<file path="src/rtl/aluExec_consts.svh">
`ifndef ALU_EXEC_CONSTS_SVH
`define ALU_EXEC_CONSTS_SVH

// Datapath word width
`define ALU_DATA_WIDTH 16

// Register file size and index width
`define ALU_REG_COUNT 8
`define ALU_REG_BITS 3

// One Booth step per multiplier bit
`define ALU_MUL_STEPS 16

`endif

</file>
<file path="src/rtl/aluExecPkg.sv">
`include "aluExec_consts.svh"

package aluExecPkg;

	typedef enum logic [3:0] {
		MOV = 4'h0,
		ADD = 4'h1,
		SUB = 4'h2,
		MUL = 4'h3,
		OR  = 4'h4,
		AND = 4'h5,
		XOR = 4'h6,
		SL  = 4'h7,
		SR  = 4'h8,
		SRA = 4'h9,
		ROT = 4'hA,
		BIT = 4'hB,
		SET = 4'hC,
		CLR = 4'hD,
		CMP = 4'hE,    // SUB without write-back
		SEX = 4'hF
	} aluOpT;

	typedef logic signed [`ALU_DATA_WIDTH-1:0] dataT;
	typedef logic [`ALU_REG_BITS-1:0] regIdxT;

	typedef struct packed {
		logic sign;
		logic carry;
		logic zero;
		logic parity;    // Overflow for arithmetic ops, high half nonzero for MUL
	} flagsT;

	typedef struct packed {
		aluOpT op;
		regIdxT regA;
		regIdxT regB;
		regIdxT regD;
		logic useImm;    // B operand taken from imm
		dataT imm;
	} instrT;

	typedef struct packed {
		dataT value;
		flagsT flags;
		regIdxT regD;
		logic written;    // Low for CMP
	} resultT;

	typedef enum logic [1:0] {IDLE, MULTIPLY, HOLD} execStateT;

endpackage

</file>
<file path="src/rtl/aluCore.sv">
`timescale 1ns/10ps
`include "aluExec_consts.svh"

module aluCore (
	input aluExecPkg::aluOpT op,
	input aluExecPkg::dataT argA,
	input aluExecPkg::dataT argB,
	output aluExecPkg::dataT value,
	output aluExecPkg::flagsT flags
);

	logic [3:0] amount;
	logic [`ALU_DATA_WIDTH:0] wide;    // Top bit is the carry out
	logic [2*`ALU_DATA_WIDTH-1:0] doubled;
	logic [`ALU_DATA_WIDTH-1:0] bitMask;
	logic [`ALU_DATA_WIDTH-1:0] extMask;
	logic arithmetic;
	logic overflow;

	assign amount = argB[3:0];    // Shift and bit ops use low nibble only
	assign bitMask = `ALU_DATA_WIDTH'(1) << amount;
	assign extMask = {`ALU_DATA_WIDTH{1'b1}} << amount;
	assign doubled = {argA, argA} >> amount;    // Rotate right via doubled word

	always_comb begin
		wide = '0;
		arithmetic = 1'b0;
		value = '0;
		case (op)
			aluExecPkg::MOV: begin
				value = argB;
			end
			aluExecPkg::ADD: begin
				wide = {1'b0, argA} + {1'b0, argB};
				value = wide[`ALU_DATA_WIDTH-1:0];
				arithmetic = 1'b1;
			end
			aluExecPkg::SUB,
			aluExecPkg::CMP: begin
				wide = {1'b0, argA} - {1'b0, argB};    // Borrow lands in bit 16
				value = wide[`ALU_DATA_WIDTH-1:0];
				arithmetic = 1'b1;
			end
			aluExecPkg::MUL: begin
				value = '0;    // Product comes from the Booth unit
			end
			aluExecPkg::OR: begin
				value = argA | argB;
			end
			aluExecPkg::AND: begin
				value = argA & argB;
			end
			aluExecPkg::XOR: begin
				value = argA ^ argB;
			end
			aluExecPkg::SL: begin
				wide = {1'b0, argA} << amount;    // Last bit out ends up in carry
				value = wide[`ALU_DATA_WIDTH-1:0];
			end
			aluExecPkg::SR: begin
				value = argA >> amount;
			end
			aluExecPkg::SRA: begin
				value = argA >>> amount;    // Keeps the sign bit
			end
			aluExecPkg::ROT: begin
				value = doubled[`ALU_DATA_WIDTH-1:0];
			end
			aluExecPkg::BIT: begin
				value = argA & bitMask;
			end
			aluExecPkg::SET: begin
				value = argA | bitMask;
			end
			aluExecPkg::CLR: begin
				value = argA & ~bitMask;
			end
			aluExecPkg::SEX: begin
				// Bit B and everything above it follow bit B
				if (|(argA & bitMask)) begin
					value = argA | extMask;
				end else begin
					value = argA & ~extMask;
				end
				arithmetic = 1'b1;
			end
			default: begin
				value = '1;
			end
		endcase
	end

	// Same-sign operands with a result of the other sign
	assign overflow = (argA[`ALU_DATA_WIDTH-1] == argB[`ALU_DATA_WIDTH-1])
		&& (value[`ALU_DATA_WIDTH-1] != argA[`ALU_DATA_WIDTH-1]);

	assign flags = '{
		sign: value[`ALU_DATA_WIDTH-1],
		carry: wide[`ALU_DATA_WIDTH],
		zero: (value == '0),
		parity: arithmetic ? overflow : value[0]
	};

endmodule

</file>
<file path="src/rtl/boothMultiplier.sv">
`timescale 1ns/10ps
`include "aluExec_consts.svh"

module boothMultiplier (
	input logic clk,
	input logic reset,
	input logic start,
	input logic step,
	input aluExecPkg::dataT multiplicand,
	input aluExecPkg::dataT multiplier,
	output aluExecPkg::dataT productLow,
	output aluExecPkg::dataT productHigh
);

	localparam int dataWidth = `ALU_DATA_WIDTH;

	// {high half, low half, previous multiplier bit}
	logic [2*dataWidth:0] acc;
	logic [dataWidth-1:0] mcand;
	logic [dataWidth:0] upper;
	logic [dataWidth:0] mcandWide;
	logic [dataWidth:0] partial;    // One bit wider so -32768 never overflows

	assign upper = {acc[2*dataWidth], acc[2*dataWidth:dataWidth+1]};
	assign mcandWide = {mcand[dataWidth-1], mcand};

	always_comb begin
		case (acc[1:0])
			2'b01: partial = upper + mcandWide;    // End of a run of ones
			2'b10: partial = upper - mcandWide;    // Start of a run of ones
			default: partial = upper;
		endcase
	end

	always_ff @(posedge clk) begin
		if (reset) begin
			acc <= '0;
		end else if (start) begin
			acc <= {{dataWidth{1'b0}}, multiplier, 1'b0};
		end else if (step) begin
			acc <= {partial, acc[dataWidth:1]};    // Arithmetic shift right by one
		end
	end

	always_ff @(posedge clk) begin
		if (start) begin
			mcand <= multiplicand;
		end
	end

	assign productLow = acc[dataWidth:1];
	assign productHigh = acc[2*dataWidth:dataWidth+1];

endmodule

</file>
<file path="src/rtl/stepCounter.sv">
`timescale 1ns/10ps
`include "aluExec_consts.svh"

module stepCounter (
	input logic clk,
	input logic reset,
	input logic load,
	input logic step,
	output logic lastStep
);

	localparam int countBits = $clog2(`ALU_MUL_STEPS);

	logic [countBits-1:0] count;

	always_ff @(posedge clk) begin
		if (reset) begin
			count <= '0;
		end else if (load) begin
			count <= countBits'(`ALU_MUL_STEPS - 1);
		end else if (step && (count != '0)) begin
			count <= count - 1'b1;
		end
	end

	// Terminal count only counts while stepping
	assign lastStep = step && (count == '0);

endmodule

</file>
<file path="src/rtl/regFile.sv">
`timescale 1ns/10ps
`include "aluExec_consts.svh"

module regFile (
	input logic clk,
	input logic reset,
	input aluExecPkg::regIdxT readA,
	input aluExecPkg::regIdxT readB,
	output aluExecPkg::dataT dataA,
	output aluExecPkg::dataT dataB,
	input logic writeEnable,
	input aluExecPkg::regIdxT writeIndex,
	input aluExecPkg::dataT writeData
);

	aluExecPkg::dataT regs [`ALU_REG_COUNT];

	always_ff @(posedge clk) begin
		if (reset) begin
			for (int i = 0; i < `ALU_REG_COUNT; i++) begin
				regs[i] <= '0;
			end
		end else if (writeEnable) begin
			regs[writeIndex] <= writeData;
		end
	end

	// Read ports are asynchronous
	assign dataA = regs[readA];
	assign dataB = regs[readB];

endmodule

</file>
<file path="src/rtl/execControl.sv">
`timescale 1ns/10ps
`include "aluExec_consts.svh"

module execControl (
	input logic clk,
	input logic reset,
	input logic inValid,
	output logic inReady,
	input aluExecPkg::instrT in,
	output logic outValid,
	input logic outReady,
	output aluExecPkg::resultT out,
	input aluExecPkg::dataT aluValue,
	input aluExecPkg::flagsT aluFlags,
	input aluExecPkg::dataT product,
	input aluExecPkg::dataT productHigh,
	input logic lastStep,
	output logic mulStart,
	output logic mulStep,
	output logic writeEnable,
	output aluExecPkg::regIdxT writeIndex,
	output aluExecPkg::dataT writeData,
	output aluExecPkg::regIdxT readA,
	output aluExecPkg::regIdxT readB,
	output logic useImm,
	output aluExecPkg::dataT imm
);

	aluExecPkg::execStateT state;
	aluExecPkg::regIdxT mulDest;
	aluExecPkg::resultT nextResult;
	logic accept;
	logic isMul;
	logic mulDone;    // Product settled, capture next edge
	logic capture;

	assign inReady = (state == aluExecPkg::IDLE) && (!outValid || outReady);
	assign accept = inValid && inReady;
	assign isMul = (in.op == aluExecPkg::MUL);
	assign mulStart = accept && isMul;
	assign mulStep = (state == aluExecPkg::MULTIPLY) && !mulDone;
	assign capture = (accept && !isMul) || ((state == aluExecPkg::MULTIPLY) && mulDone);

	// Operands are read straight from the offered instruction
	assign readA = in.regA;
	assign readB = in.regB;
	assign useImm = in.useImm;
	assign imm = in.imm;

	always_comb begin
		if (state == aluExecPkg::MULTIPLY) begin
			nextResult.value = product;
			nextResult.flags = '{
				sign: product[`ALU_DATA_WIDTH-1],
				carry: 1'b0,
				zero: (product == '0),
				parity: |productHigh    // Product did not fit in 16 bits
			};
			nextResult.regD = mulDest;
			nextResult.written = 1'b1;
		end else begin
			nextResult.value = aluValue;
			nextResult.flags = aluFlags;
			nextResult.regD = in.regD;
			nextResult.written = (in.op != aluExecPkg::CMP);
		end
	end

	// Write-back lands on the same edge the result is registered
	assign writeEnable = capture && nextResult.written;
	assign writeIndex = nextResult.regD;
	assign writeData = nextResult.value;

	always_ff @(posedge clk) begin
		if (reset) begin
			state <= aluExecPkg::HOLD;    // Keeps inReady low through reset
			outValid <= 1'b0;
			mulDone <= 1'b0;
		end else begin
			mulDone <= mulStep && lastStep;
			if (capture) begin
				outValid <= 1'b1;
			end else if (outReady) begin
				outValid <= 1'b0;
			end
			case (state)
				aluExecPkg::IDLE: begin
					if (mulStart) begin
						state <= aluExecPkg::MULTIPLY;
					end else if (outValid && !outReady) begin
						state <= aluExecPkg::HOLD;
					end
				end
				aluExecPkg::MULTIPLY: begin
					if (mulDone) begin
						state <= aluExecPkg::IDLE;
					end
				end
				aluExecPkg::HOLD: begin
					if (!outValid || outReady) begin
						state <= aluExecPkg::IDLE;
					end
				end
				default: begin
					state <= aluExecPkg::IDLE;
				end
			endcase
		end
	end

	always_ff @(posedge clk) begin
		if (capture) begin
			out <= nextResult;
		end
		if (mulStart) begin
			mulDest <= in.regD;
		end
	end

endmodule

</file>
<file path="src/rtl/aluExec.sv">
`timescale 1ns/10ps

module aluExec (
	input logic clk,
	input logic reset,
	input logic inValid,
	output logic inReady,
	input aluExecPkg::instrT in,
	output logic outValid,
	input logic outReady,
	output aluExecPkg::resultT out
);

	aluExecPkg::dataT dataA;
	aluExecPkg::dataT dataB;
	aluExecPkg::dataT operandB;
	aluExecPkg::dataT imm;
	aluExecPkg::dataT aluValue;
	aluExecPkg::dataT productLow;
	aluExecPkg::dataT productHigh;
	aluExecPkg::dataT writeData;
	aluExecPkg::flagsT aluFlags;
	aluExecPkg::regIdxT readA;
	aluExecPkg::regIdxT readB;
	aluExecPkg::regIdxT writeIndex;
	logic useImm;
	logic mulStart;
	logic mulStep;
	logic lastStep;
	logic writeEnable;

	assign operandB = useImm ? imm : dataB;    // Immediate replaces register B

	execControl u_execControl (
		.clk(clk),
		.reset(reset),
		.inValid(inValid),
		.inReady(inReady),
		.in(in),
		.outValid(outValid),
		.outReady(outReady),
		.out(out),
		.aluValue(aluValue),
		.aluFlags(aluFlags),
		.product(productLow),
		.productHigh(productHigh),
		.lastStep(lastStep),
		.mulStart(mulStart),
		.mulStep(mulStep),
		.writeEnable(writeEnable),
		.writeIndex(writeIndex),
		.writeData(writeData),
		.readA(readA),
		.readB(readB),
		.useImm(useImm),
		.imm(imm)
	);

	stepCounter u_stepCounter (
		.clk(clk),
		.reset(reset),
		.load(mulStart),
		.step(mulStep),
		.lastStep(lastStep)
	);

	regFile u_regFile (
		.clk(clk),
		.reset(reset),
		.readA(readA),
		.readB(readB),
		.dataA(dataA),
		.dataB(dataB),
		.writeEnable(writeEnable),
		.writeIndex(writeIndex),
		.writeData(writeData)
	);

	aluCore u_aluCore (
		.op(in.op),
		.argA(dataA),
		.argB(operandB),
		.value(aluValue),
		.flags(aluFlags)
	);

	boothMultiplier u_boothMultiplier (
		.clk(clk),
		.reset(reset),
		.start(mulStart),
		.step(mulStep),
		.multiplicand(dataA),
		.multiplier(operandB),
		.productLow(productLow),
		.productHigh(productHigh)
	);

endmodule

</file>
<file path="config.mk">
export PLATFORM = sky130hd
export DESIGN_NAME = aluExec
export DESIGN_NICKNAME = d
export VERILOG_FILES = /design/src/rtl/aluExecPkg.sv /design/src/rtl/aluCore.sv /design/src/rtl/boothMultiplier.sv /design/src/rtl/stepCounter.sv /design/src/rtl/regFile.sv /design/src/rtl/execControl.sv /design/src/rtl/aluExec.sv
export VERILOG_INCLUDE_DIRS = /design/src /design/src/rtl
export SDC_FILE = /design/constraint.sdc
export NUM_CORES = 1
export LEC_CHECK = 0
export ABC_CLOCK_PERIOD_IN_PS = 6800
export BUFFER_PORTS_ARGS = -buffer_cell sky130_fd_sc_hd__buf_2
export CORE_MARGIN = 5
export CORE_UTILIZATION = 57
export CTS_CLUSTER_SIZE = 20
export DETAILED_ROUTE_END_ITERATION = 16
export PLACE_DENSITY_LB_ADDON = 0.08
export SLEW_MARGIN = 25
export SYNTH_ARGS = -nofsm -noshare
export SYNTH_HDL_FRONTEND = slang
export SYNTH_HIERARCHICAL = 1
export SYNTH_SLANG_ARGS = --single-unit
</file>
<file path="constraint.sdc">
create_clock -name clk -period 6.8 [get_ports clk]
set_clock_uncertainty 0.1 [all_clocks]
set_input_delay 0.68 -clock clk [delete_from_list [all_inputs] [get_ports clk]]
set_output_delay 0.68 -clock clk [all_outputs]
set_load 0.02 [all_outputs]
</file>
==> results of run 1 <==
-- critical path, stage by stage --
cell	delay (ns)
buf_2	0.35
buf_12	0.26
mux4_1	0.57
mux2_2	0.27
mux2_4	0.32
inv_1	0.07
ha_1	0.37
a21o_1	0.27
a21oi_1	0.24
o21bai_1	0.13
o21ai_0	0.53
a31oi_1	0.29
a31o_2	0.31
a2111oi_0	0.66
nor2_1	0.23
nand2_1	0.11
nand2_1	0.09
clkinv_1	0.17
nor3_1	0.09
-- layout by cell type, fill, tap and decap left out, drive strengths merged, types with 25 or more instances in the layout --
cell type    n
nor2       136
nor3       158
xnor2       26
nand2       85
mux2i       62
dfxtp       41
edfxtp     171
mux2        88
ha          52
o21ai       75
clkbuf      27
clkinv      26
mux4        80
buf        110
nor2b       27
a21oi      120
nand2b      25
inv         48
-- cells by family after synthesis --
kind of cell	after synthesis	share of synthesized area (%)
muxes	230	20.27
adders and majority gates	56	3.941
and+or+nand+nor	586	17.06
AOI/OAI and AO/OA	427	15.59
xor gates and xnor gates	34	1.628
DFF	212	32.57
buffers and inverters	310	8.943
-- per-stage QoR --
step,utilization [%],hold slack (ns)
CTS,60.16,0.2345
floorplan,-,0.3604
finish,60.17,0.2511
global placement,57.48,0.3811
global route,60.17,0.2316
detailed placement,57.48,0.3872
-- metal layers --
| metal | routed length, um | part of all wire, % |
|---|---|---|
| met1 | 23140 | 39 |
| met5 | 0 | 0 |
| met2 | 28200 | 48 |
| met3 | 4599 | 7.8 |
| met4 | 3170 | 5.4 |
-- power by group --
part           total [uW]  internal (uW)  switching, uW  leakage [uW]
sequential           1480           1460           21.3       0.00205
clock                1390            844            544      0.000407
combinational        1280            447            834       0.00458
-- sequential cells by signal, indices dropped and copies added (netlist names) --
signal	count
u_execControl/out	24
u_stepCounter/count	4
u_boothMultiplier/mcand	16
u_boothMultiplier/acc	33
u_execControl/mulDone	1
u_execControl/state	2
u_regFile/regs	128
u_execControl/outValid	1
u_execControl/mulDest	3
-- worst max-delay path by stage --
stage                       from                             endpoint  slack [ns]  cells after the start
after global routing      in[20]  u_regFile/regs[4][15]$_SDFFCE_PN0P_        0.53                     19
final                     in[20]  u_regFile/regs[1][15]$_SDFFCE_PN0P_        0.90                     19
after global placement    in[20]  u_regFile/regs[0][15]$_SDFFCE_PN0P_        0.54                     19
after CTS                 in[20]  u_regFile/regs[3][15]$_SDFFCE_PN0P_        1.04                     19
after detailed placement  in[20]  u_regFile/regs[3][15]$_SDFFCE_PN0P_        0.51                     19
after floorplan           in[20]  u_regFile/regs[7][15]$_SDFFCE_PN0P_        1.01                     24
-- final cells by class --
cell class / count / area [sq um] / share of cell area [%]
multi-input combinational: 1333 / 10760 / 56.50
sequential: 212 / 5956 / 31.29
timing repair buffer: 110 / 728.2 / 3.826
clock buffer: 27 / 611.8 / 3.214
tap: 402 / 503.0 / 2.642
inverter: 65 / 244.0 / 1.282
clock inverter: 17 / 236.5 / 1.242
==> results.sh, run 1 <==
export IMPL_status="complete, no violations"
export IMPL_cts_hold_buffers=0
export IMPL_htree_levels=1
export IMPL_synthArstFlopShare_pct=0
export IMPL_drt_pass1_iter_count=6
export IMPL_synth_seq_cells=212
export IMPL_total_power_uw=4147
export IMPL_die_w_um=189.1
export IMPL_ff2ff_path_depth=15
export IMPL_synth_nets=1944
export IMPL_rows=65
export IMPL_place_hpwl_mm=41.15
export IMPL_min_to="u_execControl/mulDest[2]$_DFFE_PP_"
export IMPL_use_met3_pct=4.978
export IMPL_r2r_end="u_execControl/out[5]$_DFFE_PP_"
export IMPL_wl_mm=59.11
export IMPL_overflow=0
export IMPL_hold_viol_final=0
export IMPL_synth_top_cell_area_share_pct=28.08
export IMPL_layout_drive_gt1_share_pct=17.52
export IMPL_design_area_sq_um=19030
export IMPL_drc=0
export IMPL_start_kind="input pin"
export IMPL_synth_edf_count=171
export IMPL_min_from="in[19]"
export IMPL_vias_per_cell=7.060
export IMPL_grt_antenna_before_repair=0
export IMPL_max_vdd_ir_drop_mv=0.2149
export IMPL_clkTransAtPathRegs_ns=0.06
export IMPL_cts_sinks=212
export IMPL_relSlewSlack_pct=40.52
export IMPL_grt_util_met2_pct=53.63
export IMPL_finalCritPeriodShare_pct=86.79
export IMPL_numPortBuffers=59
export IMPL_clockRootBuffer="clkbuf_16"
export IMPL_syn_inst=1855
export IMPL_top_level_ports=60
export IMPL_slew_viol_final=0
export IMPL_tns_ns=0
export IMPL_use_met1_pct=40.85
export IMPL_ys_seq_area_share_pct=32.57
export IMPL_grt_pass1_vias=14611
export IMPL_setup_violations=0
export IMPL_clk_latency_ns=0.53
export IMPL_cp_end_kind="flip-flop"
export IMPL_layout_setup_ws_ns=0.8980
export IMPL_grtUsageTotal_pct=31.87
export IMPL_worst_slew_pin_slew_ns=0.8922
export IMPL_die_area_sq_um=35760
export IMPL_diodes=0
export IMPL_place_gp_congestion=1.034
export IMPL_path_max_fanout=22
export IMPL_synthTopCellsByArea="edfxtp_1 (28%), mux4_1 (8.2%), dfxtp_1 (4.5%)"
export IMPL_leakage_uw=0.007042
export IMPL_finalNonFillerCells=2166
export IMPL_start_util_pct=57.80
export IMPL_placed_area_sq_um=18180
export IMPL_reg2reg_slack_ns=1.34
export IMPL_avgSynthCellArea_sq_um=9.858
export IMPL_wl_per_cell_um=27.29
export IMPL_syn_to_final_growth_pct=4.092
export IMPL_ant_nets=0
export IMPL_post_cts_setup_buffer_count=0
export IMPL_syn_area_sq_um=18290
export IMPL_synth_flop_cell="edfxtp_1"
export IMPL_cts_buffers_inserted=24
export IMPL_synth_top_area_cell="edfxtp_1"
export IMPL_dp_cells=2122
export IMPL_cts_tree="built"
export IMPL_grt_pass1_wl_mm=89.53
export IMPL_synthDistinctLibCells=103
export IMPL_grt_max_degree=69
export IMPL_die_h_um=189.1
export IMPL_cts_repair_resized=0
export IMPL_worstPathArrival_ns=6.05
export IMPL_dr_first_iter_drc_count=1626
export IMPL_synth_most_common_cell="edfxtp_1"
export IMPL_fillers=2673
export IMPL_cap_violations=0
export IMPL_nets=1835
export IMPL_vias=15291
export IMPL_post_place_ws_ns=0.5115
export IMPL_fmax_mhz=169.4
export IMPL_post_route_min_period_ns=5.902
export IMPL_hold_depth=1
export IMPL_clockBufferDepth=3
export IMPL_yosysWarnings=6
export IMPL_busiest_layer="met2"
export IMPL_required_ns=6.95
export IMPL_holdCritPathClass="in -> reg"
export IMPL_rsz0062_at_grt="no"
export IMPL_yosys_top_cells_count="edfxtp_1 (171), nor3_1 (156), nor2_1 (135)"
export IMPL_critical_path_class="in -> reg"
export IMPL_rr_startpoint="u_regFile/regs[1][0]$_SDFFCE_PN0P_"
export IMPL_power_density_nw_per_um2=217.9
export IMPL_coreArea_sq_um=31640
No activity file was read; power rests on OpenSTA's default activity.
==> run 2: changes to the inputs <==
Settings changed: ABC_AREA from default to 1, SYNTH_HIERARCHICAL 1 to default.
==> results.sh, run 2 <==
export IMPL_syn_area_sq_um=17640
export IMPL_cp_end_kind="flip-flop"
export IMPL_finalCritPeriodShare_pct=75.15
export IMPL_worstPathArrival_ns=5.29
export IMPL_synth_seq_cells=211
export IMPL_grt_util_met2_pct=64.11
export IMPL_avgSynthCellArea_sq_um=6.626
export IMPL_yosys_top_cells_count="nand2_1 (694), nand3_1 (401), inv_1 (294)"
export IMPL_dr_first_iter_drc_count=3190
export IMPL_synth_nets=2751
export IMPL_start_kind="input pin"
export IMPL_tns_ns=0
export IMPL_clkTransAtPathRegs_ns=0.07
export IMPL_yosysWarnings=0
export IMPL_layout_drive_gt1_share_pct=8.380
export IMPL_wl_per_cell_um=23.30
export IMPL_worst_slew_pin_slew_ns=1.126
export IMPL_ant_nets=0
export IMPL_slew_viol_final=0
export IMPL_layout_commonest_cell="nand2_1"
export IMPL_syn_to_final_growth_pct=7.150
export IMPL_wl_mm=71.52
export IMPL_clockRootBuffer="clkbuf_16"
export IMPL_synthArstFlopShare_pct=0
export IMPL_synth_edf_count=170
export IMPL_nets=2744
export IMPL_power_density_nw_per_um2=216.8
export IMPL_post_cts_setup_buffer_count=0
export IMPL_grt_pass1_wl_mm=107.4
export IMPL_grtUsageTotal_pct=40.78
export IMPL_synthDistinctLibCells=56
export IMPL_syn_inst=2662
export IMPL_place_hpwl_mm=51.80
export IMPL_relSlewSlack_pct=24.76
export IMPL_die_w_um=185.9
export IMPL_start_util_pct=57.67
export IMPL_drc=0
export IMPL_place_gp_congestion=1.170
export IMPL_drt_pass1_iter_count=7
export IMPL_cts_hold_buffers=0
export IMPL_leakage_uw=0.008699
export IMPL_max_vdd_ir_drop_mv=0.2353
export IMPL_die_area_sq_um=34560
export IMPL_grt_pass1_vias=17992
export IMPL_path_max_fanout=26
export IMPL_cap_violations=0
export IMPL_hold_viol_final=0
export IMPL_final_cell_mix="nand2_1 (694), nand3_1 (401), inv_1 (293)"
export IMPL_seq_area_sq_um=5926
export IMPL_synthTopCellsByArea="edfxtp_1 (29%), nand2_1 (15%), nand3_1 (11%)"
export IMPL_synth_top_cell_area_share_pct=28.94
export IMPL_vias_per_cell=6.356
export IMPL_numPortBuffers=59
export IMPL_required_ns=6.98
export IMPL_rsz0062_at_grt="no"
export IMPL_cts_repair_resized=0
export IMPL_diodes=0
export IMPL_vias=19507
export IMPL_fmax_mhz=195.7
export IMPL_clockBufferDepth=3
export IMPL_use_met1_pct=51.17
export IMPL_synth_top_area_cell="edfxtp_1"
export IMPL_holdCritPathClass="in -> reg"
export IMPL_overflow=0
export IMPL_setup_violations=0
export IMPL_clk_latency_ns=0.57
export IMPL_grt_max_degree=94
export IMPL_use_met3_pct=10.03
export IMPL_post_route_min_period_ns=5.110
export IMPL_reg_largest_list="u_regFile.regs x128, u_boothMultiplier.acc x33, u_execControl.out x23"
export IMPL_cts_sinks=211
export IMPL_busiest_layer="met2"
export IMPL_critical_path_class="in -> reg"
export IMPL_fillers=2943
export IMPL_top_level_ports=60
export IMPL_cts_buffers_inserted=24
export IMPL_ys_seq_area_share_pct=33.59
export IMPL_regMostFlops="u_regFile.regs"
export IMPL_grt_antenna_before_repair=0
export IMPL_status="complete, no violations"
export IMPL_htree_levels=1
export IMPL_rows=64
export IMPL_multi_input_area_sq_um=9799
export IMPL_fin_hold_ws_ns=0.2187
export IMPL_coreArea_sq_um=30590
export IMPL_die_h_um=185.9
export IMPL_synth_flop_cell="edfxtp_1"
export IMPL_largest_register_ff_count=128
export IMPL_cts_tree="built"
export IMPL_synth_most_common_cell="nand2_1"
run 2: cell types whose count changed in the layout (fill, tap and decap cells not counted), sizes merged, moves of 27 or more:
cell / change
nand2: +622
nand3: +387
inv: +280
nor2: +157
nor3: -139
mux2: -88
mux4: -80
o21ai: +70
mux2i: -62
a21oi: +58
nor2b: -27
run 2: report_power, final:
group	switching, uW	total (uW)	internal, uW
Clock	590	1390	796
Combinational	937	1250	311
Sequential	18.6	1460	1450
Total	1550	4100	2550
run 2: logic make-up (layout without fill, tap and decap cells):
logic type / count (synthesis) / in the layout / share of synthesized area, %
flops: 211 / 211 / 33.59
xor+xnor: 26 / 26 / 1.291
buf+inv: 461 / 472 / 10.94
fa+ha+maj: 55 / 55 / 4.029
compound gates: 425 / 425 / 13.63
simple gates: 1484 / 1484 / 36.52
run 2: metrics by stage:
stage               setup slack [ns]  util [%]  std cells  area (sq um)  total power (uW)
detailed placement             1.421     59.08       3025         18070              2670
global route                   1.581     61.79       3069         18900              4236
CTS                            1.992     61.79       3069         18900              4033
floorplan                      2.584         -       2662         17640              2298
global placement               1.481     59.08       3025         18070              2660
finish                         1.690     61.79       3069         18900              4098
run 2: worst paths after layout:
kind                                                 to  slack, ns  cells past startpoint                             startpoint
hold reg to reg   u_boothMultiplier.acc[0]$_SDFFE_PP0P_       0.40                      2  u_boothMultiplier.acc[0]$_SDFFE_PP0P_
setup / recovery    u_regFile.regs[2][12]$_SDFFCE_PN0P_       1.69                     24                                 in[24]
setup reg to reg     u_regFile.regs[5][5]$_SDFFCE_PN0P_       1.98                     23     u_regFile.regs[1][4]$_SDFFCE_PN0P_
hold / removal       u_execControl.mulDest[0]$_DFFE_PP_       0.22                      1                                 in[17]
run 2: layout make-up:
class / instances / area share, %
timing repair buffer: 97 / 3.204
multi-input combinational: 1990 / 51.85
inverter: 331 / 6.600
tap: 396 / 2.621
clock inverter: 13 / 0.9533
sequential: 211 / 31.35
clock buffer: 31 / 3.422
run 2: per-layer routing:
layer  vias up  share of wire (%)  routed length (um)
met2      1434                 44               31450
met4         0                7.6                5441
met3       345                 13                9129
li1       8813                  -                   -
met1      8915                 36               25500
met5         -                  0                   0
run 2: worst max-delay path, cell delays in order:
cell and delay, ns:
buf_2 0.10, buf_4 0.30, buf_4 0.33, nand3_1 0.12
nand3_1 0.15, nand2_1 0.26, inv_2 0.29, ha_1 0.24
inv_1 0.11, fa_1 0.47, inv_1 0.10, nand3_1 0.08
nand3_1 0.13, nand3_1 0.09, and2_1 0.19, o21ai_0 0.34
nand2_1 0.12, nand2_1 0.12, xor2_1 0.19, nor2_1 0.06
a21oi_1 0.25, nand4_1 0.20, nand3_2 0.23, a21oi_1 0.11
